File: src/hdl/cpuPkg.sv
`default_nettype none

package cpuPkg;

        typedef logic [4:0]  regAddr;
        typedef logic [31:0] dataWord;

        // ~~~~~~~~~~~~~~~~~~~~~~~~~~~~~~~~~~~~~~~~~~~~~~~~~~~~~~~~~~~~~~~~~~~~~~~~~
        // Instruction word, read as either format.
        typedef union packed {
                struct packed {
                        logic [5:0] opcode;
                        regAddr     rs;
                        regAddr     rt;
                        regAddr     rd;
                        logic [4:0] shamt;
                        logic [5:0] funct;
                } rType;
                struct packed {
                        logic [5:0]  opcode;
                        regAddr      rs;
                        regAddr      rt;
                        logic [15:0] imm16;
                } iType;
        } instrWord;

        localparam logic [5:0] OP_RTYPE = 6'h00;
        localparam logic [5:0] OP_ADDIU = 6'h09;
        localparam logic [5:0] OP_ANDI  = 6'h0c;
        localparam logic [5:0] OP_ORI   = 6'h0d;
        localparam logic [5:0] OP_LUI   = 6'h0f;
        localparam logic [5:0] OP_LW    = 6'h23;
        localparam logic [5:0] OP_SW    = 6'h2b;

        localparam logic [5:0] FN_SLL  = 6'h00;
        localparam logic [5:0] FN_ADDU = 6'h21;
        localparam logic [5:0] FN_SUBU = 6'h23;
        localparam logic [5:0] FN_AND  = 6'h24;
        localparam logic [5:0] FN_OR   = 6'h25;
        localparam logic [5:0] FN_SLT  = 6'h2a;

        // ~~~~~~~~~~~~~~~~~~~~~~~~~~~~~~~~~~~~~~~~~~~~~~~~~~~~~~~~~~~~~~~~~~~~~~~~~
        typedef enum logic [3:0] {
                ALU_ADD, ALU_SUB, ALU_AND, ALU_OR, ALU_SLT, ALU_SLL, ALU_LUI
        } aluOpE;

        typedef enum logic [1:0] {SRC_ALU = 2'd0, SRC_MEMORY = 2'd1} regSrcE;

        // Zero is none, so a cleared control word writes nothing.
        typedef enum logic [1:0] {DST_NONE = 2'd0, DST_RD = 2'd1, DST_RT = 2'd2} regDstE;

        typedef struct packed {
                logic   regWe;
                logic   memWe;
                logic   extOp;    // Sign extension of imm16.
                aluOpE  aluOp;
                logic   aluSrc1;  // Shamt in place of rs.
                logic   aluSrc2;  // Immediate in place of rt.
                regSrcE regSrc;
                regDstE regDst;
        } ctrlFields;

        typedef struct packed {
                regAddr      rs;
                regAddr      rt;
                regAddr      rd;
                logic [15:0] imm16;
                logic [4:0]  shamt;
                ctrlFields   ctrl;
                dataWord     readData1;
                dataWord     readData2;
        } decodedInstr;

        typedef struct packed {
                ctrlFields ctrl;
                regAddr    dest;
                dataWord   aluResult;
                dataWord   storeData;
        } exResult;

        typedef struct packed {
                regAddr  regNum;
                dataWord data;
        } retireRec;

endpackage

`default_nettype wire

File: src/hdl/executeStage.sv
`timescale 1ns/1ps
`default_nettype none

module executeStage (
        input  cpuPkg::decodedInstr decodedE,
        input  logic                validE,
        input  logic                wbWe,
        input  cpuPkg::regAddr      wbReg,
        input  cpuPkg::dataWord     wbData,
        output cpuPkg::exResult     exOut
);
        import cpuPkg::*;

        dataWord rsVal;
        dataWord rtVal;
        dataWord extImm;
        dataWord srcA;
        dataWord srcB;
        dataWord aluResult;
        regAddr  dest;
        logic    fwdRs;
        logic    fwdRt;

        // ~~~~~~~~~~~~~~~~~~~~~~~~~~~~~~~~~~~~~~~~~~~~~~~~~~~~~~~~~~~~~~~~~~~~~~~~~
        // Forwarding from write-back.
        assign fwdRs = wbWe && wbReg != '0 && wbReg == decodedE.rs;
        assign fwdRt = wbWe && wbReg != '0 && wbReg == decodedE.rt;
        assign rsVal = fwdRs ? wbData : decodedE.readData1;
        assign rtVal = fwdRt ? wbData : decodedE.readData2;

        assign extImm = decodedE.ctrl.extOp ? {{16{decodedE.imm16[15]}}, decodedE.imm16}
                                            : {16'h0000, decodedE.imm16};

        assign srcA = decodedE.ctrl.aluSrc1 ? {27'd0, decodedE.shamt} : rsVal;
        assign srcB = decodedE.ctrl.aluSrc2 ? extImm : rtVal;

        always_comb
        begin
                case (decodedE.ctrl.aluOp)
                        ALU_ADD: aluResult = srcA + srcB;
                        ALU_SUB: aluResult = srcA - srcB;
                        ALU_AND: aluResult = srcA & srcB;
                        ALU_OR:  aluResult = srcA | srcB;
                        ALU_SLT: aluResult = {31'd0, $signed(srcA) < $signed(srcB)};
                        ALU_SLL: aluResult = srcB << srcA[4:0];
                        ALU_LUI: aluResult = {srcB[15:0], 16'h0000};
                        default: aluResult = '0;
                endcase
        end

        always_comb
        begin
                case (decodedE.ctrl.regDst)
                        DST_RD:  dest = decodedE.rd;
                        DST_RT:  dest = decodedE.rt;
                        default: dest = '0;
                endcase
        end

        // Writes to register zero are dropped here, so they never retire.
        always_comb
        begin
                exOut.ctrl       = decodedE.ctrl;
                exOut.ctrl.regWe = decodedE.ctrl.regWe && validE && dest != '0;
                exOut.ctrl.memWe = decodedE.ctrl.memWe && validE;
                exOut.dest       = dest;
                exOut.aluResult  = aluResult;
                exOut.storeData  = rtVal;
        end

endmodule

`default_nettype wire

File: config.mk
export PLATFORM = sky130hd
export DESIGN_NAME = executeStage
export DESIGN_NICKNAME = d
export VERILOG_FILES = /design/src/hdl/cpuPkg.sv /design/src/hdl/executeStage.sv
export SDC_FILE = /design/constraint.sdc
export NUM_CORES = 1
export LEC_CHECK = 0
export ABC_AREA = 0
export BUFFER_PORTS_ARGS = -buffer_cell sky130_fd_sc_hd__buf_2
export CORE_UTILIZATION = 40
export DETAILED_ROUTE_END_ITERATION = 7
export PLACE_DENSITY = 0.72
export SYNTH_ARGS = -nofsm -noshare
export SYNTH_HDL_FRONTEND = slang
export SYNTH_SLANG_ARGS = --single-unit
File: constraint.sdc
create_clock -name vclk -period 5.3
set_input_delay 0.53 -clock vclk [all_inputs]
set_output_delay 0.53 -clock vclk [all_outputs]
set_load 0.1 [all_outputs]
==> results of run 1 <==
metrics by stage:
step	setup WS, ns	total power, mW
floorplan	-0.870	1.21
global placement	-0.516	1.97
detailed placement	-0.518	1.98
CTS	-0.180	2.10
global route	-0.339	2.39
finish	-0.314	2.30
cells in the final DEF (no fill, tap or decap), types with 9 or more instances in the layout:
cell	Yosys	routed
a221oi_1	18	12
a21oi_2	0	12
o221ai_1	13	9
nor3_1	22	17
o21ai_0	79	58
o21ai_1	22	26
nor2_1	132	128
buf_6	3	24
buf_2	23	196
a211oi_1	22	15
o211ai_1	40	40
a21oi_1	87	72
or2_2	32	22
o21ai_2	3	17
mux2i_1	107	106
nand2b_1	9	9
inv_1	102	97
mux2_2	15	14
a22oi_1	12	10
nand3_1	29	21
or2_4	0	10
xnor2_1	34	28
nand4_1	10	10
ha_4	0	21
nand2_1	119	115
a31oi_1	22	14
buf_4	17	337
inv_2	6	11
buf_12	0	30
ha_1	105	78
cells by family (layout without fill, tap and decap cells):
kind of cell             count (synthesis)  count (layout)
AO/OA/AOI/OAI                          440             440
XOR/XNOR                                38              38
adder cells (fa/ha/maj)                107             107
buffers and inverters                  211             705
multiplexers                           126             126
AND/OR/NAND/NOR                        415             415
critical path, cell delays in order:
cell,delay (ns)
buf_6,0.09
or4_4,0.59
o211a_4,0.32
buf_12,0.15
nand2_8,0.07
nand2_4,0.06
nand2_8,0.08
mux2i_4,0.08
inv_2,0.10
ha_4,0.14
fa_2,0.23
o21bai_4,0.08
a2111oi_4,0.45
o41ai_2,0.12
nor4_2,0.35
nand3_1,0.21
a311o_1,0.35
a221oi_2,0.34
o2bb2ai_2,0.11
xor2_2,0.25
o221ai_4,0.17
buf_12,0.21
routing by layer:
layer / global-route usage / vias up / share of wire
met5: 0 / - / 0
met4: 0.168 / 0 / 0.045
met3: 0.108 / 181 / 0.12
met2: 0.642 / 976 / 0.43
met1: 0.567 / 6082 / 0.40
li1: - / 5860 / -
final timing paths:
| path | start | end | slack [ns] | cells past startpoint |
|---|---|---|---|---|
| min | decodedE[67] | exOut[72] | 1.06 | 0 |
| max | wbReg[4] | exOut[62] | -0.31 | 22 |
cell type report:
type	instances	area [um^2]	area share
Timing Repair Buffer	593	4510	0.309
Tap cell	280	350	0.0240
Inverter	112	423	0.0290
Multi-Input combinational cell	1126	9320	0.638
power breakdown:
group	switching, mW	internal [mW]	leakage (nW)
combinational	1.40	0.898	6.93
clock	0	0	0
sequential	0	0	0
timing repair:
item	CTS	global route
pin swaps	48	66
setup endpoints to repair	21	25
gates cloned	0	1
gates resized for setup	126	123
buffers inserted	26	18
==> out/results.ini, run 1 <==
[grt]
grt_pass1_vias=12260
grt_pass1_wl_um=72800
grt_overflow=0
grt_max_degree=48
antenna_found_initial=0
grt_use_total=0.424

[sta]
hold_ws_ns=1.06
timing.final.crit_period_ns=5.61
finalWorstSetupSlack_ns=-0.314
rsz0062_at_grt=true
tightest_slew_ns=1.15
slew_headroom=0.226
max_freq_mhz=178
setup_viol=11
fin_crit_sh=1.06
maxSlewViolCount=0
hold_viol_final=0
finalSetupTns_ns=-1.28

[power]
p_leak_nw=6.93
p_per_area_mw_per_mm2=158
ir_drop_v=0.0000924

[floorplanning]
num_rows=54
ioPinCount=234
start_util=0.407
die_area_mm2=0.0228
dieWidth_um=151
core_area_mm2=0.0218
dieHeight_um=151

[clock_network]
cts_hold_buf=0

[cells_and_area]
final_cell_area_mm2=0.0146
fin_util=0.669
fin_cells=2111
num-clock-buffers=0
nets=2092
fillerInstances=1864
drive_gt1_frac=0.463
seq_cell_count=0
syn2layout_area_growth_pct=64.2
seq_area_um2=0
antenna_cells=0

[drt]
routed_wl_um=50200
viasPerCell=6.21
drtPass1Iterations=6
via_count=13099
drc=0
wl_per_cell_um=23.8
ant_nets=0
drt_first_iter_violations=1545

[setup_path]
cp_max_fo=7
path_class=in -> out
startpoint_type=input port
critPathArrivalTime_ns=5.08
critPathCaptureType=primary output
cp_data_required_time_ns=4.77

[outcome]
status=finished, violations left
violations=negative setup slack

[job]
cap_violations=0

[logic_synthesis]
synth.most_common_cell=nor2_1
seq_area_frac_synth=0
synth_common_cells=132 x nor2_1, 119 x nand2_1, 107 x mux2i_1, 105 x ha_1, 102 x inv_1
synth-xor-area-share=0.0374
synth.avg_cell_area_um2=6.65
synth_top_cell_by_area=ha_1
yosys_warnings=0
synth_top_family_by_area=compound AO/OA/AOI/OAI gates
ys_top_cells_by_area=ha_1 15%, mux2i_1 12%, nor2_1 5.6%, nand2_1 5.0%, a21oi_1 4.9%
synth_compound_area_frac=0.340
muxShareOfSynthArea=0.150
yosys.area_share.simple=0.218
synth_top_area_share=0.148
synthesis.nets=1596
synth_fa_ha_area_frac=0.152
synthCells=1337
syn_area_mm2=0.00889
synth.distinct_cells=85

[placement]
place_area_mm2=0.0130
hpwl_um=40800
gp_congestion=1.12
dp.cells=2069
numPortBuffers=230

[min_path]
worstHoldPathType=in -> out

Note: power is estimated with default switching activity, not from simulation.
==> run 2: changes to the inputs <==
--- a/config.mk
+++ b/config.mk
@@ -6,10 +6,11 @@
 export NUM_CORES = 1
 export LEC_CHECK = 0
 export ABC_AREA = 0
-export BUFFER_PORTS_ARGS = -buffer_cell sky130_fd_sc_hd__buf_2
+export ABC_CLOCK_PERIOD_IN_PS = 5300
 export CORE_UTILIZATION = 40
 export DETAILED_ROUTE_END_ITERATION = 7
-export PLACE_DENSITY = 0.72
+export DONT_BUFFER_PORTS = 1
+export PLACE_DENSITY = 0.62
 export SYNTH_ARGS = -nofsm -noshare
 export SYNTH_HDL_FRONTEND = slang
 export SYNTH_SLANG_ARGS = --single-unit
==> run 2 against run 1 <==
The flow still finishes with violations (negative setup slack). Final cell count is 12% lower. Global-route usage shrank 2.1 points. First-iteration DRC count is 25% lower. Critical path depth down 3. Clock-buffer cell count is the same. Routed wire length fell by 5.7%. Final area decreased by 12%. Die area unchanged. Flip-flop and latch count unchanged. Setup slack gained 0.13 ns. Sequential share of layout area unchanged. Critical endpoint is now exOut[59].
==> out/results.ini, run 2 (synthesis results as in run 1) <==
[floorplanning]
dieHeight_um=151
start_util=0.407
num_rows=54
core_area_mm2=0.0218
dieWidth_um=151
ioPinCount=234
die_area_mm2=0.0228

[sta]
max_freq_mhz=182
maxSlewViolCount=0
tightest_slew_ns=1.10
timing.final.crit_period_ns=5.48
rsz0062_at_grt=true
hold_viol_final=0
setup_viol=8
finalWorstSetupSlack_ns=-0.182
fin_crit_sh=1.03
slew_headroom=0.265

[setup_path]
cp_data_required_time_ns=4.77
critPathCaptureType=primary output
cp_max_fo=6
startpoint_type=input port
path_class=in -> out
critPathArrivalTime_ns=4.95
cp-startpoint=wbReg[3]
crit_path_end=exOut[59]

[grt]
grt_use_total=0.403
grt_overflow=0
grt_pass1_vias=10981
antenna_found_initial=3
grt_pass1_wl_um=68200
grt_max_degree=50

[drt]
viasPerCell=6.33
drtPass1Iterations=5
ant_nets=0
wl_met1_um=20800
drc=0
routed.top_layer=met4
dr_wl_met2_um=19900
via_count=11775
wl_per_cell_um=25.5
dr_wl_met3_um=5120
routed_wl_um=47400
drt_first_iter_violations=1162

[cells_and_area]
seq_area_um2=0
final_common_cell=buf_4
nets=1838
fillerInstances=2097
layout_common_cells=294 x buf_4, 124 x nor2_1, 115 x nand2_1
fin_cells=1861
seq_cell_count=0
drive_gt1_frac=0.357
syn2layout_area_growth_pct=45.0
multi_input_area_mm2=0.00900
num-clock-buffers=0

[placement]
gp_congestion=1.00
numPortBuffers=0
dp.cells=1829
hpwl_um=39300

[outcome]
status=finished, violations left
violations=negative setup slack

[clock_network]
cts_hold_buf=0

[min_path]
worstHoldPathType=in -> out

[job]
cap_violations=0

-- run 2: cell type report --
| class | instances | area share |
|---|---|---|
| multi-input cells | 1127 | 0.698 |
| inverters | 112 | 0.0330 |
| diodes | 4 | 0.000776 |
| well taps | 280 | 0.0272 |
| repair buffers | 338 | 0.241 |
-- run 2: how the worst min path moves through the flow --
stage,startpoint,endpoint,slack [ns],cells after the start
5_1_grt,decodedE[74],exOut[79],1.06,0
2_1_floorplan,decodedE[0],exOut[0],1.25,2
3_3_place_gp,decodedE[67],exOut[72],1.06,0
6_report,decodedE[66],exOut[71],1.06,0
4_1_cts,decodedE[67],exOut[72],1.06,0
3_5_place_dp,decodedE[67],exOut[72],1.06,0
-- run 2: per-stage QoR --
step	setup slack [ns]	utilization	setup TNS [ns]	hold WS (ns)	instance area, um^2
after global placement	-0.289	0.547	-2.41	1.06	11900
final	-0.182	0.591	-0.785	1.06	12900
after floorplan	-0.870	-	-4.75	1.25	9240
after global routing	-0.289	0.591	-2.83	1.06	12900
after CTS	-0.157	0.568	-0.718	1.06	12400
after detailed placement	-0.376	0.547	-3.23	1.06	11900
-- run 2: what timing repair did --
action                                  4_1_cts  5_1_grt
pin swaps                                    24       59
cloned                                        2        0
endpoints found under the setup margin       20       23
setup buffers                                11       17
resized for setup                            59       81
-- run 2: critical path, cell delays in order --
cell and delay (ns):
or4_4 0.57, buf_6 0.16, o211a_4 0.27, and3_4 0.19, o31ai_4 0.22, buf_6 0.15, ha_4 0.19, or4_4 0.56
nor3_4 0.16, o211a_1 0.22, a211oi_4 0.06, a2111oi_4 0.29, buf_4 0.18, o21ai_4 0.06, o21ai_2 0.19, mux2i_1 0.11
xnor2_1 0.21, a221o_2 0.44, buf_12 0.17
-- run 2: metal layers --
layer  track usage  vias up
met5             0        -
li1              -     5360
met2         0.594      717
met1         0.575     5603
met4         0.109        0
met3        0.0952       95
==> run 3: changes to the inputs <==
--- a/config.mk
+++ b/config.mk
@@ -5,7 +5,7 @@
 export SDC_FILE = /design/constraint.sdc
 export NUM_CORES = 1
 export LEC_CHECK = 0
-export ABC_AREA = 0
+export ABC_AREA = 1
 export ABC_CLOCK_PERIOD_IN_PS = 5300
 export CORE_UTILIZATION = 40
 export DETAILED_ROUTE_END_ITERATION = 7
==> run 3 against run 2 <==
The run ends with design-rule violations left. First-iteration DRC count grew 22%. Via count grew 2.8%. Setup slack gained 0.38 ns. Area after synthesis grew 2.1%.
==> out/results.ini, run 3 <==
[outcome]
violations=design-rule violations
status=finished, violations left

[drt]
via_count=12100
drt_first_iter_violations=1415
drc=3
wl_per_cell_um=23.5
routed_wl_um=48000
viasPerCell=5.94
drtPass1Iterations=8
ant_nets=0

[sta]
hold_ws_ns=1.06
setup_viol=0
slew_headroom=0.350
finalWorstSetupSlack_ns=0.198
maxSlewViolCount=0
timing.final.crit_period_ns=5.10
tightest_slew_ns=0.972
hold_viol_final=0
fin_crit_sh=0.963
rsz0062_at_grt=false
max_freq_mhz=196
finalSetupTns_ns=0

[placement]
place_area_mm2=0.0103
hpwl_um=41100
dp_slack_ns=0.120
dp.cells=2037
gp_congestion=1.08
numPortBuffers=0

[power]
power.share.combinational=1.000
ir_drop_v=0.0000832
p_leak_nw=5.27
p_per_area_mw_per_mm2=155
switching_power_mw=1.15
seqPwrFrac=0
power.clock.fraction=0
p_int_mw=0.455
power_mw=1.60
p_sw_frac=0.716

[floorplanning]
dieHeight_um=153
ioPinCount=234
num_rows=54
core_area_mm2=0.0220
die_area_mm2=0.0233
start_util=0.412
dieWidth_um=153

[logic_synthesis]
synth_top_area_share=0.171
seq_area_frac_synth=0
yosys_warnings=0
synth_common_cells=413 x nand2_1, 233 x nand3_1, 200 x inv_1, 168 x nor2_1, 124 x a21oi_1
synthCells=1716
syn_area_mm2=0.00908
synth.most_common_cell=nand2_1
synth.distinct_cells=54
synth_top_cell_by_area=nand2_1
synth.avg_cell_area_um2=5.29
ys_top_cells_by_area=nand2_1 17%, ha_1 14%, nand3_1 13%, inv_1 8.3%, nor2_1 6.9%
synthesis.nets=1975

[job]
cap_violations=0

[grt]
grt_max_degree=36
grt_use_total=0.398
antenna_found_initial=0
grt_pass1_vias=11290
grt_pass1_wl_um=70000
grt_overflow=0

[setup_path]
startpoint_type=input port
cp_max_fo=15
path_class=in -> out
critPathArrivalTime_ns=4.57
cp-startpoint=wbReg[1]
critPathCaptureType=primary output
cp_data_required_time_ns=4.77

[cells_and_area]
seq_area_um2=0
final_cell_area_mm2=0.0104
nets=2019
drive_gt1_frac=0.159
fin_util=0.470
fin_cells=2038
syn2layout_area_growth_pct=14.1
seq_cell_count=0
antenna_cells=0
num-clock-buffers=0
final_common_cell=nand2_1
fillerInstances=2508
layout_common_cells=413 x nand2_1, 233 x nand3_1, 200 x inv_1

[min_path]
worstHoldPathType=in -> out
whs_path_depth=0
hold_end=exOut[74]
min_from=decodedE[69]

[clock_network]
cts_hold_buf=0

run 3: cell count changes after synthesis, moves of 32 or more:
cell	delta
nand2_1	+294
inv_1	+98
nand2_2	+54
mux2i_1	-107
nor2_1	+36
a21oi_1	+37
nand3_1	+204
xnor2_1	-32
run 3: power by group through the flow:
stage	clock (mW)	sequential [mW]	combinational, mW
floorplan	0	0	1.11
detailed placement	0	0	1.56
global route	0	0	1.70
finish	0	0	1.60
CTS	0	0	1.56
global placement	0	0	1.56
run 3: final cells by class:
type	instances	area (um^2)	share of cell area
multi-input combinational	1414	7850	0.758
timing repair buffer	130	1360	0.131
inverter	214	806	0.0778
tap	280	350	0.0338
run 3: cell families (layout without fill, tap and decap cells):
kind of cell / Yosys count / after routing / share of synthesized area
AO/OA/AOI/OAI: 309 / 309 / 0.200
adder cells (fa/ha/maj): 107 / 107 / 0.149
buffers and inverters: 302 / 344 / 0.146
AND/OR/NAND/NOR: 988 / 988 / 0.495
XOR/XNOR: 10 / 10 / 0.00965
run 3: worst max-delay path by stage:
stage | cells past startpoint | end | slack (ns)
global placement | 23 | exOut[58] | 0.20
global route | 24 | exOut[54] | 0.001
detailed placement | 25 | exOut[32] | 0.12
finish | 23 | exOut[56] | 0.20
CTS | 25 | exOut[32] | 0.10
floorplan | 20 | exOut[58] | 0.24
run 3: layer usage:
metal	track usage	routed length [um]	vias up
li1	-	-	5730
met1	0.509	19300	5488
met5	0	0	-
met2	0.653	21200	772
met4	0.168	2520	0
met3	0.0720	4960	110
run 3: timing repair:
action                     CTS  global route
setup buffers                0             1
setup endpoints to repair    0            12
resized for setup            0             9
run 3: worst max-delay path: stages:
cell and delay (ns):
inv_2 0.05, nand2_1 0.05, nand2_1 0.06, nand3_1 0.11, nor2_4 0.15, nand2_4 0.06
inv_2 0.20, buf_4 0.27, nor2_1 0.06, nor3_1 0.15, buf_4 0.18, inv_1 0.05
ha_1 0.44, buf_4 0.17, nand2_1 0.13, o21ai_0 0.67, a211oi_2 0.26, nand3_1 0.20
buf_4 0.17, a21oi_1 0.06, o21ai_0 0.13, nand4_1 0.18, buf_12 0.21
