===== src/hdl/cpuPkg.sv =====
`default_nettype none

package cpuPkg;

        typedef logic [4:0]  regAddr;
        typedef logic [31:0] dataWord;

        // ~~~~~~~~~~~~~~~~~~~~~~~~~~~~~~~~~~~~~~~~~~~~~~~~~~~~~~~~~~~~~~~~~~~~~~~~~
        // Instruction word, read as either format.
        typedef union packed {
                struct packed {
                        logic [5:0] opcode;
                        regAddr     rs;
                        regAddr     rt;
                        regAddr     rd;
                        logic [4:0] shamt;
                        logic [5:0] funct;
                } rType;
                struct packed {
                        logic [5:0]  opcode;
                        regAddr      rs;
                        regAddr      rt;
                        logic [15:0] imm16;
                } iType;
        } instrWord;

        localparam logic [5:0] OP_RTYPE = 6'h00;
        localparam logic [5:0] OP_ADDIU = 6'h09;
        localparam logic [5:0] OP_ANDI  = 6'h0c;
        localparam logic [5:0] OP_ORI   = 6'h0d;
        localparam logic [5:0] OP_LUI   = 6'h0f;
        localparam logic [5:0] OP_LW    = 6'h23;
        localparam logic [5:0] OP_SW    = 6'h2b;

        localparam logic [5:0] FN_SLL  = 6'h00;
        localparam logic [5:0] FN_ADDU = 6'h21;
        localparam logic [5:0] FN_SUBU = 6'h23;
        localparam logic [5:0] FN_AND  = 6'h24;
        localparam logic [5:0] FN_OR   = 6'h25;
        localparam logic [5:0] FN_SLT  = 6'h2a;

        // ~~~~~~~~~~~~~~~~~~~~~~~~~~~~~~~~~~~~~~~~~~~~~~~~~~~~~~~~~~~~~~~~~~~~~~~~~
        typedef enum logic [3:0] {
                ALU_ADD, ALU_SUB, ALU_AND, ALU_OR, ALU_SLT, ALU_SLL, ALU_LUI
        } aluOpE;

        typedef enum logic [1:0] {SRC_ALU = 2'd0, SRC_MEMORY = 2'd1} regSrcE;

        // Zero is none, so a cleared control word writes nothing.
        typedef enum logic [1:0] {DST_NONE = 2'd0, DST_RD = 2'd1, DST_RT = 2'd2} regDstE;

        typedef struct packed {
                logic   regWe;
                logic   memWe;
                logic   extOp;    // Sign extension of imm16.
                aluOpE  aluOp;
                logic   aluSrc1;  // Shamt in place of rs.
                logic   aluSrc2;  // Immediate in place of rt.
                regSrcE regSrc;
                regDstE regDst;
        } ctrlFields;

        typedef struct packed {
                regAddr      rs;
                regAddr      rt;
                regAddr      rd;
                logic [15:0] imm16;
                logic [4:0]  shamt;
                ctrlFields   ctrl;
                dataWord     readData1;
                dataWord     readData2;
        } decodedInstr;

        typedef struct packed {
                ctrlFields ctrl;
                regAddr    dest;
                dataWord   aluResult;
                dataWord   storeData;
        } exResult;

        typedef struct packed {
                regAddr  regNum;
                dataWord data;
        } retireRec;

endpackage

`default_nettype wire


===== src/hdl/instrBuffer.sv =====
`timescale 1ns/1ps
`default_nettype none

module instrBuffer #(
        parameter int INSTR_BUF_DEPTH = 2
) (
        input  logic             clk,
        input  logic             rstN,
        input  logic             instrValid,
        input  cpuPkg::instrWord instr,
        input  logic             pop,
        output logic             headValid,
        output cpuPkg::instrWord head,
        output logic             creditReturn
);
        import cpuPkg::*;

        localparam int PTR_W = (INSTR_BUF_DEPTH > 1) ? $clog2(INSTR_BUF_DEPTH) : 1;
        localparam int CNT_W = $clog2(INSTR_BUF_DEPTH + 1);

        instrWord           entries [INSTR_BUF_DEPTH];
        logic [PTR_W-1:0]   wrPtr;
        logic [PTR_W-1:0]   rdPtr;
        logic [CNT_W-1:0]   count;
        logic               doPop;

        function automatic logic [PTR_W-1:0] nextPtr(input logic [PTR_W-1:0] ptr);
                nextPtr = (ptr == PTR_W'(INSTR_BUF_DEPTH - 1)) ? '0 : ptr + 1'b1;
        endfunction

        assign headValid    = (count != '0);
        assign head         = entries[rdPtr];
        assign doPop        = pop & headValid;
        assign creditReturn = doPop;   // One credit per entry leaving.

        // No full check, the source never sends without a credit.
        always_ff @(posedge clk or negedge rstN)
        begin
                if (!rstN)
                begin
                        wrPtr   <= '0;
                        rdPtr   <= '0;
                        count   <= '0;
                        entries <= '{default: '0};
                end
                else
                begin
                        if (instrValid)
                        begin
                                entries[wrPtr] <= instr;
                                wrPtr          <= nextPtr(wrPtr);
                        end
                        if (doPop)
                                rdPtr <= nextPtr(rdPtr);
                        count <= count + CNT_W'(instrValid) - CNT_W'(doPop);
                end
        end

endmodule

`default_nettype wire


===== config.mk =====
export PLATFORM = sky130hd
export DESIGN_NAME = instrBuffer
export DESIGN_NICKNAME = d
export VERILOG_FILES = /design/src/hdl/cpuPkg.sv /design/src/hdl/instrBuffer.sv
export SDC_FILE = /design/constraint.sdc
export NUM_CORES = 1
export LEC_CHECK = 0
export ABC_AREA = 0
export BUFFER_PORTS_ARGS = -buffer_cell sky130_fd_sc_hd__buf_2
export CAP_MARGIN = 20
export CORE_MARGIN = 3
export CORE_UTILIZATION = 40
export CTS_BUF_LIST = sky130_fd_sc_hd__clkbuf_8 sky130_fd_sc_hd__clkbuf_16
export DETAILED_ROUTE_END_ITERATION = 16
export PLACE_DENSITY = 0.62
export SYNTH_ARGS = -nofsm -noshare
export SYNTH_HDL_FRONTEND = slang
export SYNTH_SLANG_ARGS = --single-unit

===== constraint.sdc =====
create_clock -name clk -period 3.02 [get_ports clk]
set_clock_uncertainty 0.05 [all_clocks]
set_input_delay 0 -clock clk [delete_from_list [all_inputs] [get_ports clk]]
set_output_delay 0 -clock clk [all_outputs]
set_load 0.01 [all_outputs]

==> impl_results.md, run 1 <==
- Yosys top cell by area: dfrtp_1
- Syn_area_per_cell: 16.0 sq um
- Ratio of cells with drive above 1 in the final layout: 0.620
- Crit path DAT: 1930 ps
- Largest net degree at the start of global routing: 39
- Pleak: 1.80 nW
- FP Rows: 30
- Sink Count: 68
- Grt ovf: 0
- Setup TNS: 0 ps
- Synth warn: 0
- Tightest Pin Transition: 502 ps
- Via count: 1,855
- Reg2Reg Setup Slack: 1260 ps
- GR Util All Layers: 0.153
- Filler cells: 584
- CTS tree: yes
- Total CTS buffers: 9
- Most frequent cells in the layout: mux2_2 (88), buf_2 (69), dfrtp_1 (68), dlygate4sd3_1 (37), clkbuf_8 (9)
- Main area contributors after synthesis: dfrtp_1 (57%), mux2_2 (33%), mux2_4 (4.0%)
- WL/cell: 14.6 um
- Port-buffer cells: 69
- Root Driver: clkbuf_8
- Skew-Pair Late Insertion Delay: 330 ps
- Pre-antenna DRT Iters: 4
- Maximum clock frequency: around 570 MHz
- Fin cells: approximately 400
- Minimum clock period: ~1800 ps
- P per Cell Area: a little over 1000 nW/um^2
- Reg-to-reg critical path endpoint: entries[39]
- ANT nets after route: 0
- Die Area: 8540 sq um
- Post-route DRC: 0
- Synth-to-Final Area Change: 32.7%
- Hold/Removal Path Class: input port to flop
- Setup bufs post-CTS: 0
- Register area share after synthesis: 0.570
- Clock Path Buffers: 2
- First-pass GRT wire length: ~10,000 um
- Req. time, crit path: between 3000 and 4000 ps
- Register bit count reported by yosys: 68
- Final slew viol count: 0
- Initial antenna violation count: 0
- DP Worst Slack: 1230 ps
- Worst hold path endpoint: entries[41]
- DIE WIDTH: 92.4 um
- HP Start: instr[9]
- Cells after synthesis: 187
- Diodes inserted: 0
- Hold depth: 3
- R2R cell count: 3
- Setup CP Type: flop to flop
- Slew HR: 0.665
- H-tree Lvls: 3
- Final period utilization: 0.582
- Post-Syn Nets: 225
- Routability cong.: 0.665
- Critical Path Fanout Max: 18
- Via/cell ratio: 4.65
- VDD IR-drop max: 0.000481 V
- Die height: 92.4 um
- Post-synth top area share: 0.570
- CP startpoint kind: flop
- Drt first-iter violations: 58
- Core area: between 7000 and 8000 sq um
- IO Count: 70
- Cell Count Post-Placement: around 350
- Max_cap viols: 0
- Final net count: between 300 and 400
- Netlist Area Pre-Place: 2990 sq um
- Drt total wl: 5850 um
- Status: finished clean
- Initial Util: 0.426
- Final setup margin: around 1300 ps
- Clock slew at reported path FFs: around 70 ps
- Vias in the first global route: between 2,000 and 2,500
- Hold Vio Cnt, Final: 0
- Post-synth cell types: 14
- Most common cell after layout, fill and taps aside: mux2_2
- Number of setup violations in the final report: 0
- Worst Setup End Kind: flop
- RSZ-0062 raised after global routing: false
- Multi-input gate area: around 1200 sq um
- Register area: 1700 sq um
- Worst r2r src: wrPtr
-- timing repair --
item | in CTS | in global routing
hold endpoints to repair | 135 | 0
gates resized for setup | 0 | 0
hold buffers | 37 | 0
-- stage by stage --
stage / power [W] / hold slack (ps) / utilization / area [sq um]
2_1_floorplan: 0.00288 / -346 / - / 2990
3_3_place_gp: 0.00341 / -164 / 0.488 / 3430
5_1_grt: 0.00437 / 388 / 0.565 / 3970
6_report: 0.00406 / 397 / 0.565 / 3970
3_5_place_dp: 0.00345 / -158 / 0.488 / 3430
4_1_cts: 0.00414 / 373 / 0.565 / 3970
-- cell usage after synthesis, drive strengths merged --
library cell  instances
or2                   1
buf                  11
o21a                  1
ha                    2
xnor2                 2
dfrtp                68
inv                   2
nor2b                 1
xor2                  2
nand2                 1
mux2                 96
-- worst max-delay path, cell delays in order (launching register included) --
cell and delay (ps):
dfrtp_1 430, nor2b_4 440, buf_4 360, mux2_2 360
-- state kept, by name, summed over array words and instances, names as in the netlist --
signal and cells:
count 2, entries 64, rdPtr 1, wrPtr 1
-- layer usage --
metal / vias to the layer above / share of wire / GRT usage
met1: 915 / 0.46 / 0.202
met5: - / 0 / 0
met2: 48 / 0.47 / 0.239
met3: 6 / 0.056 / 0.0593
li1: 886 / - / -
met4: 0 / 0.0058 / 0.0359
-- report_power, final --
| group | internal [W] | switching, W | leakage [nW] |
|---|---|---|---|
| combinational | 0.00108 | 0.000758 | 0.919 |
| clock | 0.000292 | 0.000332 | 0.0848 |
| sequential | 0.00138 | 0.000225 | 0.795 |
-- final cells by class --
type,count,area share
sequential,68,0.429
clock inverter,7,0.0110
multi-input combinational,106,0.303
timing repair buffer,111,0.193
clock buffer,9,0.0312
tap,96,0.0303
inverter,2,0.00189
-- kinds of logic (layout without fill, tap and decap cells) --
group | count (synthesis) | after routing | synth area share
AO/OA/AOI/OAI | 1 | 1 | 0.00251
flip-flops | 68 | 68 | 0.570
adder cells (fa/ha/maj) | 2 | 2 | 0.00837
multiplexers | 96 | 96 | 0.372
AND/OR/NAND/NOR | 3 | 3 | 0.00545
buffers and inverters | 13 | 129 | 0.0306
XOR/XNOR | 4 | 4 | 0.0117
-- worst max-delay path by stage --
stage,from,endpoint
after floorplan,count[0],count[1]
after global placement,wrPtr,entries[40]
after detailed placement,wrPtr,entries[36]
after CTS,wrPtr,entries[39]
after global routing,wrPtr,entries[42]
final,wrPtr,entries[39]
Note: power is estimated with default switching activity, not from simulation.
==> inputs of run 2 (changes only) <==
--- a/config.mk
+++ b/config.mk
@@ -12,7 +12,7 @@
 export CORE_UTILIZATION = 40
 export CTS_BUF_LIST = sky130_fd_sc_hd__clkbuf_8 sky130_fd_sc_hd__clkbuf_16
 export DETAILED_ROUTE_END_ITERATION = 16
-export PLACE_DENSITY = 0.62
+export PLACE_DENSITY = 0.65
 export SYNTH_ARGS = -nofsm -noshare
 export SYNTH_HDL_FRONTEND = slang
 export SYNTH_SLANG_ARGS = --single-unit
==> constraint.sdc (replaced) <==
create_clock -name clk -period 1.4 [get_ports clk]
set_clock_uncertainty 0.05 [all_clocks]
set_input_delay 0 -clock clk [delete_from_list [all_inputs] [get_ports clk]]
set_output_delay 0 -clock clk [all_outputs]
set_load 0.01 [all_outputs]
==> run 2 against run 1 <==
  * The flow now finishes with violations (setup timing)
  * Non-clock buffer count rose by 5
  * Die area is the same
  * Power rose to 2.7 times the previous value
  * Final cell count up 1.0%
  * Wire length up 2.8%
  * Setup slack got worse by 1400 ps
  * Flip-flop and latch count did not move
  * First-iteration DRC count shrank 22%
  * Clock power grew to 2.7 times the previous value
  * Register-to-register slack got worse by 1400 ps
  * Combinational power grew to 3.1 times the previous value
  * Critical path type unchanged
  * Largest power group unchanged
  * Highest routed layer unchanged
==> impl_results.md, run 2 (same netlist as run 1, synthesis figures left out) <==
- Status: finished with violations (was finished clean)
- Violated checks: setup timing
- Total CTS buffers: 9 (unchanged)
- GR Util All Layers: 0.145 (was 0.153)
- Tightest Pin Transition: 364 ps (was 502 ps)
- Most common cell after layout, fill and taps aside: dfrtp_1 (was mux2_2)
- Worst Setup End Kind: flop (unchanged)
- Core area: 7020 sq um (unchanged)
- CP top delay family: adder cells (was simple AND/OR/NAND/NOR gates)
- P per Cell Area: 2460 nW/um^2 (was 1020 nW/um^2)
- Most frequent cells in the layout: dfrtp_1 (67), mux2_2 (58), buf_2 (39), mux2_4 (38), dlygate4sd3_1 (34) (was mux2_2 (88), buf_2 (69), dfrtp_1 (68), dlygate4sd3_1 (37), clkbuf_8 (9))
- Via/cell ratio: 4.74 (was 4.65)
- Grt ovf: 0 (unchanged)
- DIE WIDTH: 92.4 um (unchanged)
- Slowest cell on the critical path: dfrtp_1 (was nor2b_4)
- Via count: 1,912 (was 1,855)
- HP Start: pop (was instr[9])
- Req. time, crit path: 1560 ps (was 3190 ps)
- Ratio of cells with drive above 1 in the final layout: 0.638 (was 0.620)
- Skew-Pair Late Insertion Delay: 330 ps (about the same)
- Initial Util: 0.426 (unchanged)
- Critical Path Fanout Max: 2 (was 18)
- Die height: 92.4 um (unchanged)
- Clock slew at reported path FFs: 70 ps (about the same)
- CTS tree: yes (unchanged)
- Maximum clock frequency: 667 MHz (was 569 MHz)
- IO Count: 70 (unchanged)
- FP Rows: 30 (unchanged)
- Routability cong.: 0.711 (was 0.665)
- Initial antenna violation count: 0 (unchanged)
- CP startpoint kind: flop (unchanged)
- Clock Path Buffers: 2 (unchanged)
- Sink Count: 68 (unchanged)
- Diodes inserted: 0 (unchanged)
- Hold depth: 5 (was 3)
- Max_cap viols: 0 (unchanged)
- Final slew viol count: 0 (unchanged)
- Drt total wl: 6010 um (was 5850 um)
- Final net count: 341 (was 336)
- Drt first-iter violations: 45 (was 58)
- R2R cell count: 6 (was 3)
- First-pass GRT wire length: 9720 um (was 10,200 um)
- Filler cells: 539 (was 584)
- Worst r2r src: count[1] (was wrPtr)
- Pleak: 2.05 nW (was 1.80 nW)
- Final setup margin: -100 ps (was 1260 ps)
- Crit-path max cell delay: 380 ps (was 440 ps)
- WL/cell: 14.9 um (was 14.6 um)
- Pre-antenna DRT Iters: 3 (was 4)
- Reg2Reg Setup Slack: -100 ps (was 1260 ps)
- Worst hold path endpoint: rdPtr (was entries[41])
- Largest regs: entries: 64 flops, count: 2 flops (unchanged)
- Crit path DAT: 1670 ps (was 1930 ps)
- Slew HR: 0.757 (was 0.665)
- Port-buffer cells: 69 (unchanged)
- ANT nets after route: 0 (unchanged)
- Setup CP Type: flop to flop (unchanged)
- H-tree Lvls: 3 (unchanged)
- VDD IR-drop max: 0.00110 V (was 0.000481 V)
- Post-route DRC: 0 (unchanged)
- CP Cell Sequence: o21a_1, ha_1, inv_1, ha_2, xnor2_2, xnor2_1 (was nor2b_4, buf_4, mux2_2)
- Synth-to-Final Area Change: 47.1% (was 32.7%)
- Hold Vio Cnt, Final: 0 (unchanged)
- Max reg flops: 64 (unchanged)
- RSZ-0062 raised after global routing: true (was false)
- Pwr Total: 0.0108 W (was 0.00406 W)
- Reg-to-reg critical path endpoint: count[1] (was entries[39])
- Vias in the first global route: 2,078 (was 2,065)
- HPWL after DPL: 3630 um
- DP Worst Slack: -123 ps (was 1230 ps)
- Biggest register: entries (unchanged)
- Buf/Inv on CP: 1 (unchanged)
- Minimum clock period: 1500 ps (was 1760 ps)
- Largest net degree at the start of global routing: 69 (was 39)
- Final period utilization: 1.07 (was 0.582)
- Hold/Removal Path Class: input port to flop (unchanged)
- Root Driver: clkbuf_8 (unchanged)
- Number of setup violations in the final report: 33 (was 0)
- Die Area: 8540 sq um (unchanged)
## run 2: cell count changes in the layout (fill, tap and decap cells not counted), moves of 3 or more
cell / previous run / this run
buf_12: 1 / 5
buf_2: 69 / 39
buf_4: 4 / 8
buf_6: 0 / 30
clkinv_2: 4 / 0
dlygate4sd3_1: 37 / 34
mux2_2: 88 / 58
mux2_4: 8 / 38
## run 2: worst max path at each step
stage,startpoint,to,slack (ps),cells past startpoint
2_1_floorplan,count[0],count[1],-120,6
3_3_place_gp,count[0],count[1],-50,6
3_5_place_dp,count[0],count[1],-120,6
4_1_cts,rdPtr,head[1],-130,3
5_1_grt,count[1],count[1],-150,6
6_report,count[1],count[1],-100,6
## run 2: power breakdown
group          total, W  leakage [nW]  internal (W)  switching, W
combinational   0.00560          1.15       0.00369       0.00192
sequential      0.00352         0.794       0.00298      0.000544
clock           0.00168         0.104      0.000980      0.000701
total            0.0108          2.05       0.00765       0.00316
## run 2: tightest hold or removal path, delay by kind of cell
kind | cells | cell delay (ps)
buf+inv | 3 | 300
compound gates | 1 | 140
xor+xnor | 1 | 50
## run 2: stage by stage
step           utilization  hold WS, ps  cells  TNS (ps)  area, sq um
3_5_place_dp         0.503         2.55    353      -123         3530
2_1_floorplan            -         -346    187      -116         2990
4_1_cts              0.591         91.1    403     -3720         4150
5_1_grt              0.626          157    403     -3170         4400
3_3_place_gp         0.503         3.99    353     -49.3         3530
6_report             0.626          143    403     -1150         4400
## run 2: layout make-up
class | instances | area, sq um | area share
Inverter | 2 | 7.51 | 0.00171
Multi-Input combinational cell | 106 | 1330 | 0.301
Timing Repair Buffer | 116 | 1030 | 0.235
Clock buffer | 9 | 124 | 0.0282
Clock inverter | 6 | 82.6 | 0.0188
Sequential cell | 68 | 1700 | 0.387
Tap cell | 96 | 120 | 0.0273
## run 2: layer usage
metal	track usage	vias to the layer above	wire (um)
met5	0	-	0
met1	0.167	962	2540
li1	-	890	-
met3	0.0585	8	398
met2	0.245	52	3010
met4	0.0520	0	71
## run 2: timing repair
| item | in CTS | in global routing |
|---|---|---|
| endpoints found under the hold margin | 134 | 0 |
| buffers inserted | 1 | 0 |
| hold buffers | 34 | 0 |
| pin swaps | 4 | 1 |
| endpoints found under the setup margin | 33 | 34 |
| gates resized for setup | 12 | 52 |
==> inputs of run 3 (changes only) <==
--- a/config.mk
+++ b/config.mk
@@ -8,6 +8,7 @@
 export ABC_AREA = 0
 export BUFFER_PORTS_ARGS = -buffer_cell sky130_fd_sc_hd__buf_2
 export CAP_MARGIN = 20
+export CORE_ASPECT_RATIO = 0.6
 export CORE_MARGIN = 3
 export CORE_UTILIZATION = 40
 export CTS_BUF_LIST = sky130_fd_sc_hd__clkbuf_8 sky130_fd_sc_hd__clkbuf_16
==> run 3 against run 2 <==
  * Register-to-register slack about the same
  * The run still ends with setup timing left
  * Clock power up 20%
  * Critical path type unchanged
  * Setup slack better by 11 ps
==> impl_results.md, run 3 (same netlist as run 1, synthesis figures left out) <==
- IO Count: 70 (unchanged)
- CP startpoint kind: flop (unchanged)
- Synth-to-Final Area Change: 53.9% (was 47.1%)
- Cell Count Post-Placement: 358 (was 353)
- First-pass GRT wire length: 10,700 um (was 9720 um)
- Hold/Removal Path Class: input port to flop (unchanged)
- Clock Path Buffers: 2 (unchanged)
- Final slew viol count: 0 (unchanged)
- Fin cells: 412 (was 403)
- Via/cell ratio: 4.64 (was 4.74)
- Max_cap viols: 0 (unchanged)
- Root Driver: clkbuf_16 (was clkbuf_8)
- Die Area: 8580 sq um (was 8540 sq um)
- Hold depth: 5 (unchanged)
- VDD IR-drop max: 0.00124 V (was 0.00110 V)
- P per Cell Area: 2530 nW/um^2 (was 2460 nW/um^2)
- ANT nets after route: 0 (unchanged)
- Drt first-iter violations: 78 (was 45)
- H-tree Lvls: 3 (unchanged)
- Hold Vio Cnt, Final: 0 (unchanged)
- Die height: 72.9 um (was 92.4 um)
- Critical Path Fanout Max: 2 (unchanged)
- Grt ovf: 0 (unchanged)
- Worst Setup End Kind: flop (unchanged)
- Vias in the first global route: 2,051 (was 2,078)
- Biggest register: entries (unchanged)
- Total CTS buffers: 9 (unchanged)
- Violated checks: setup timing (unchanged)
- Maximum clock frequency: 671 MHz (was 667 MHz)
- Req. time, crit path: 1560 ps (about the same)
- Final setup margin: -89.7 ps (was -100 ps)
- WL/cell: 16.0 um (was 14.9 um)
- Met1 Resource Use GR: 0.211 (was 0.167)
- Number of setup violations in the final report: 33 (unchanged)
- Diodes inserted: 0 (unchanged)
- Core area: 6960 sq um (was 7020 sq um)
- DIE WIDTH: 118 um (was 92.4 um)
- CTS tree: yes (unchanged)
- Sink Count: 68 (unchanged)
- Clock slew at reported path FFs: 50 ps (was 70 ps)
- R2R cell count: 6 (unchanged)
- Initial antenna violation count: 1 (was 0)
- Largest net degree at the start of global routing: 69 (unchanged)
- Routability cong.: 0.685 (was 0.711)
- Slew HR: 0.749 (was 0.757)
- Tightest Pin Transition: 376 ps (was 364 ps)
- Skew-Pair Late Insertion Delay: 320 ps (was 330 ps)
- Max reg flops: 64 (unchanged)
- Met3 Use GR: 0.0751 (was 0.0585)
- FP Rows: 23 (was 30)
- Crit path DAT: 1650 ps (was 1670 ps)
- Drt total wl: 6610 um (was 6010 um)
- DP Worst Slack: -114 ps (was -123 ps)
- Minimum clock period: 1490 ps (was 1500 ps)
- Status: finished with violations (unchanged)
- Top Usage Layer GRT: met2 (unchanged)
- M2 GR Usage: 0.250 (was 0.245)
- Final net count: 346 (was 341)
- Final period utilization: 1.06 (was 1.07)
- GR Util All Layers: 0.164 (was 0.145)
- RSZ-0062 raised after global routing: true (unchanged)
- Via count: 1,910 (was 1,912)
- Ratio of cells with drive above 1 in the final layout: 0.647 (was 0.638)
- HPWL after DPL: 3870 um (was 3630 um)
- Most common cell after layout, fill and taps aside: dfrtp_1 (unchanged)
- Pre-antenna DRT Iters: 3 (unchanged)
- Setup CP Type: flop to flop (unchanged)
- Port-buffer cells: 69 (unchanged)
- Most frequent cells in the layout: dfrtp_1 (67), mux2_2 (56), mux2_4 (40), buf_2 (36) (was dfrtp_1 (67), mux2_2 (58), buf_2 (39), mux2_4 (38), dlygate4sd3_1 (34))
- Pleak: 2.16 nW (was 2.05 nW)
- Reg2Reg Setup Slack: -90 ps (was -100 ps)
- Post-route DRC: 0 (unchanged)
- Largest regs: entries: 64 flops, count: 2 flops (unchanged)
- Initial Util: 0.429 (was 0.426)
[run 3: final cells by class]
class	count	area [sq um]
inverter	2	7.51
sequential	68	1700
clock inverter	4	17.5
tap	100	125
clock buffer	11	253
timing repair buffer	121	1150
fill	512	2360
multi-input combinational	106	1350
[run 3: worst paths after layout]
path / endpoint / start
max in group asynchronous: entries[63] / rstN
min in group asynchronous: entries[44] / rstN
worst min-delay path: rdPtr / pop
worst min register to register: entries[6] / entries[6]
worst max-delay path: count[1] / count[1]
worst max register to register: count[1] / count[1]
[run 3: per-stage QoR]
stage / TNS [ps] / power (W) / utilization / instance area [sq um] / hold slack, ps
after global placement: -54.5 / 0.00764 / 0.512 / 3570 / 1.98
after detailed placement: -114 / 0.00775 / 0.512 / 3570 / -0.467
after floorplan: -116 / 0.00621 / - / 2990 / -346
after CTS: -2080 / 0.0111 / 0.636 / 4430 / 107
after global routing: -2970 / 0.0123 / 0.660 / 4600 / 148
final: -1170 / 0.0116 / 0.660 / 4600 / 141
[run 3: report_power, final]
part / leakage [nW] / total [W] / internal [W] / switching (W)
clock network: 0.144 / 0.00201 / 0.00126 / 0.000743
registers: 0.794 / 0.00355 / 0.00299 / 0.000561
logic: 1.22 / 0.00606 / 0.00399 / 0.00207
total: 2.16 / 0.0116 / 0.00824 / 0.00338
[run 3: metal layers]
layer,share of wire,wire length (um)
met1,0.46,3020
met2,0.46,3050
met3,0.067,442
met4,0.012,80
met5,0.0026,17
[run 3: repair_timing]
action / CTS / global route
gates cloned: 0 / 1
hold buffers: 34 / 0
pin swaps: 4 / 2
hold endpoints to repair: 134 / 0
setup buffers: 1 / 3
resized for setup: 47 / 25
endpoints found under the setup margin: 33 / 37
[run 3: critical path, stage by stage, from the launching register on]
cell and delay (ps):
dfrtp_1 380, o21a_1 210, ha_1 290, inv_2 40
ha_4 150, xnor2_2 130, xnor2_1 120
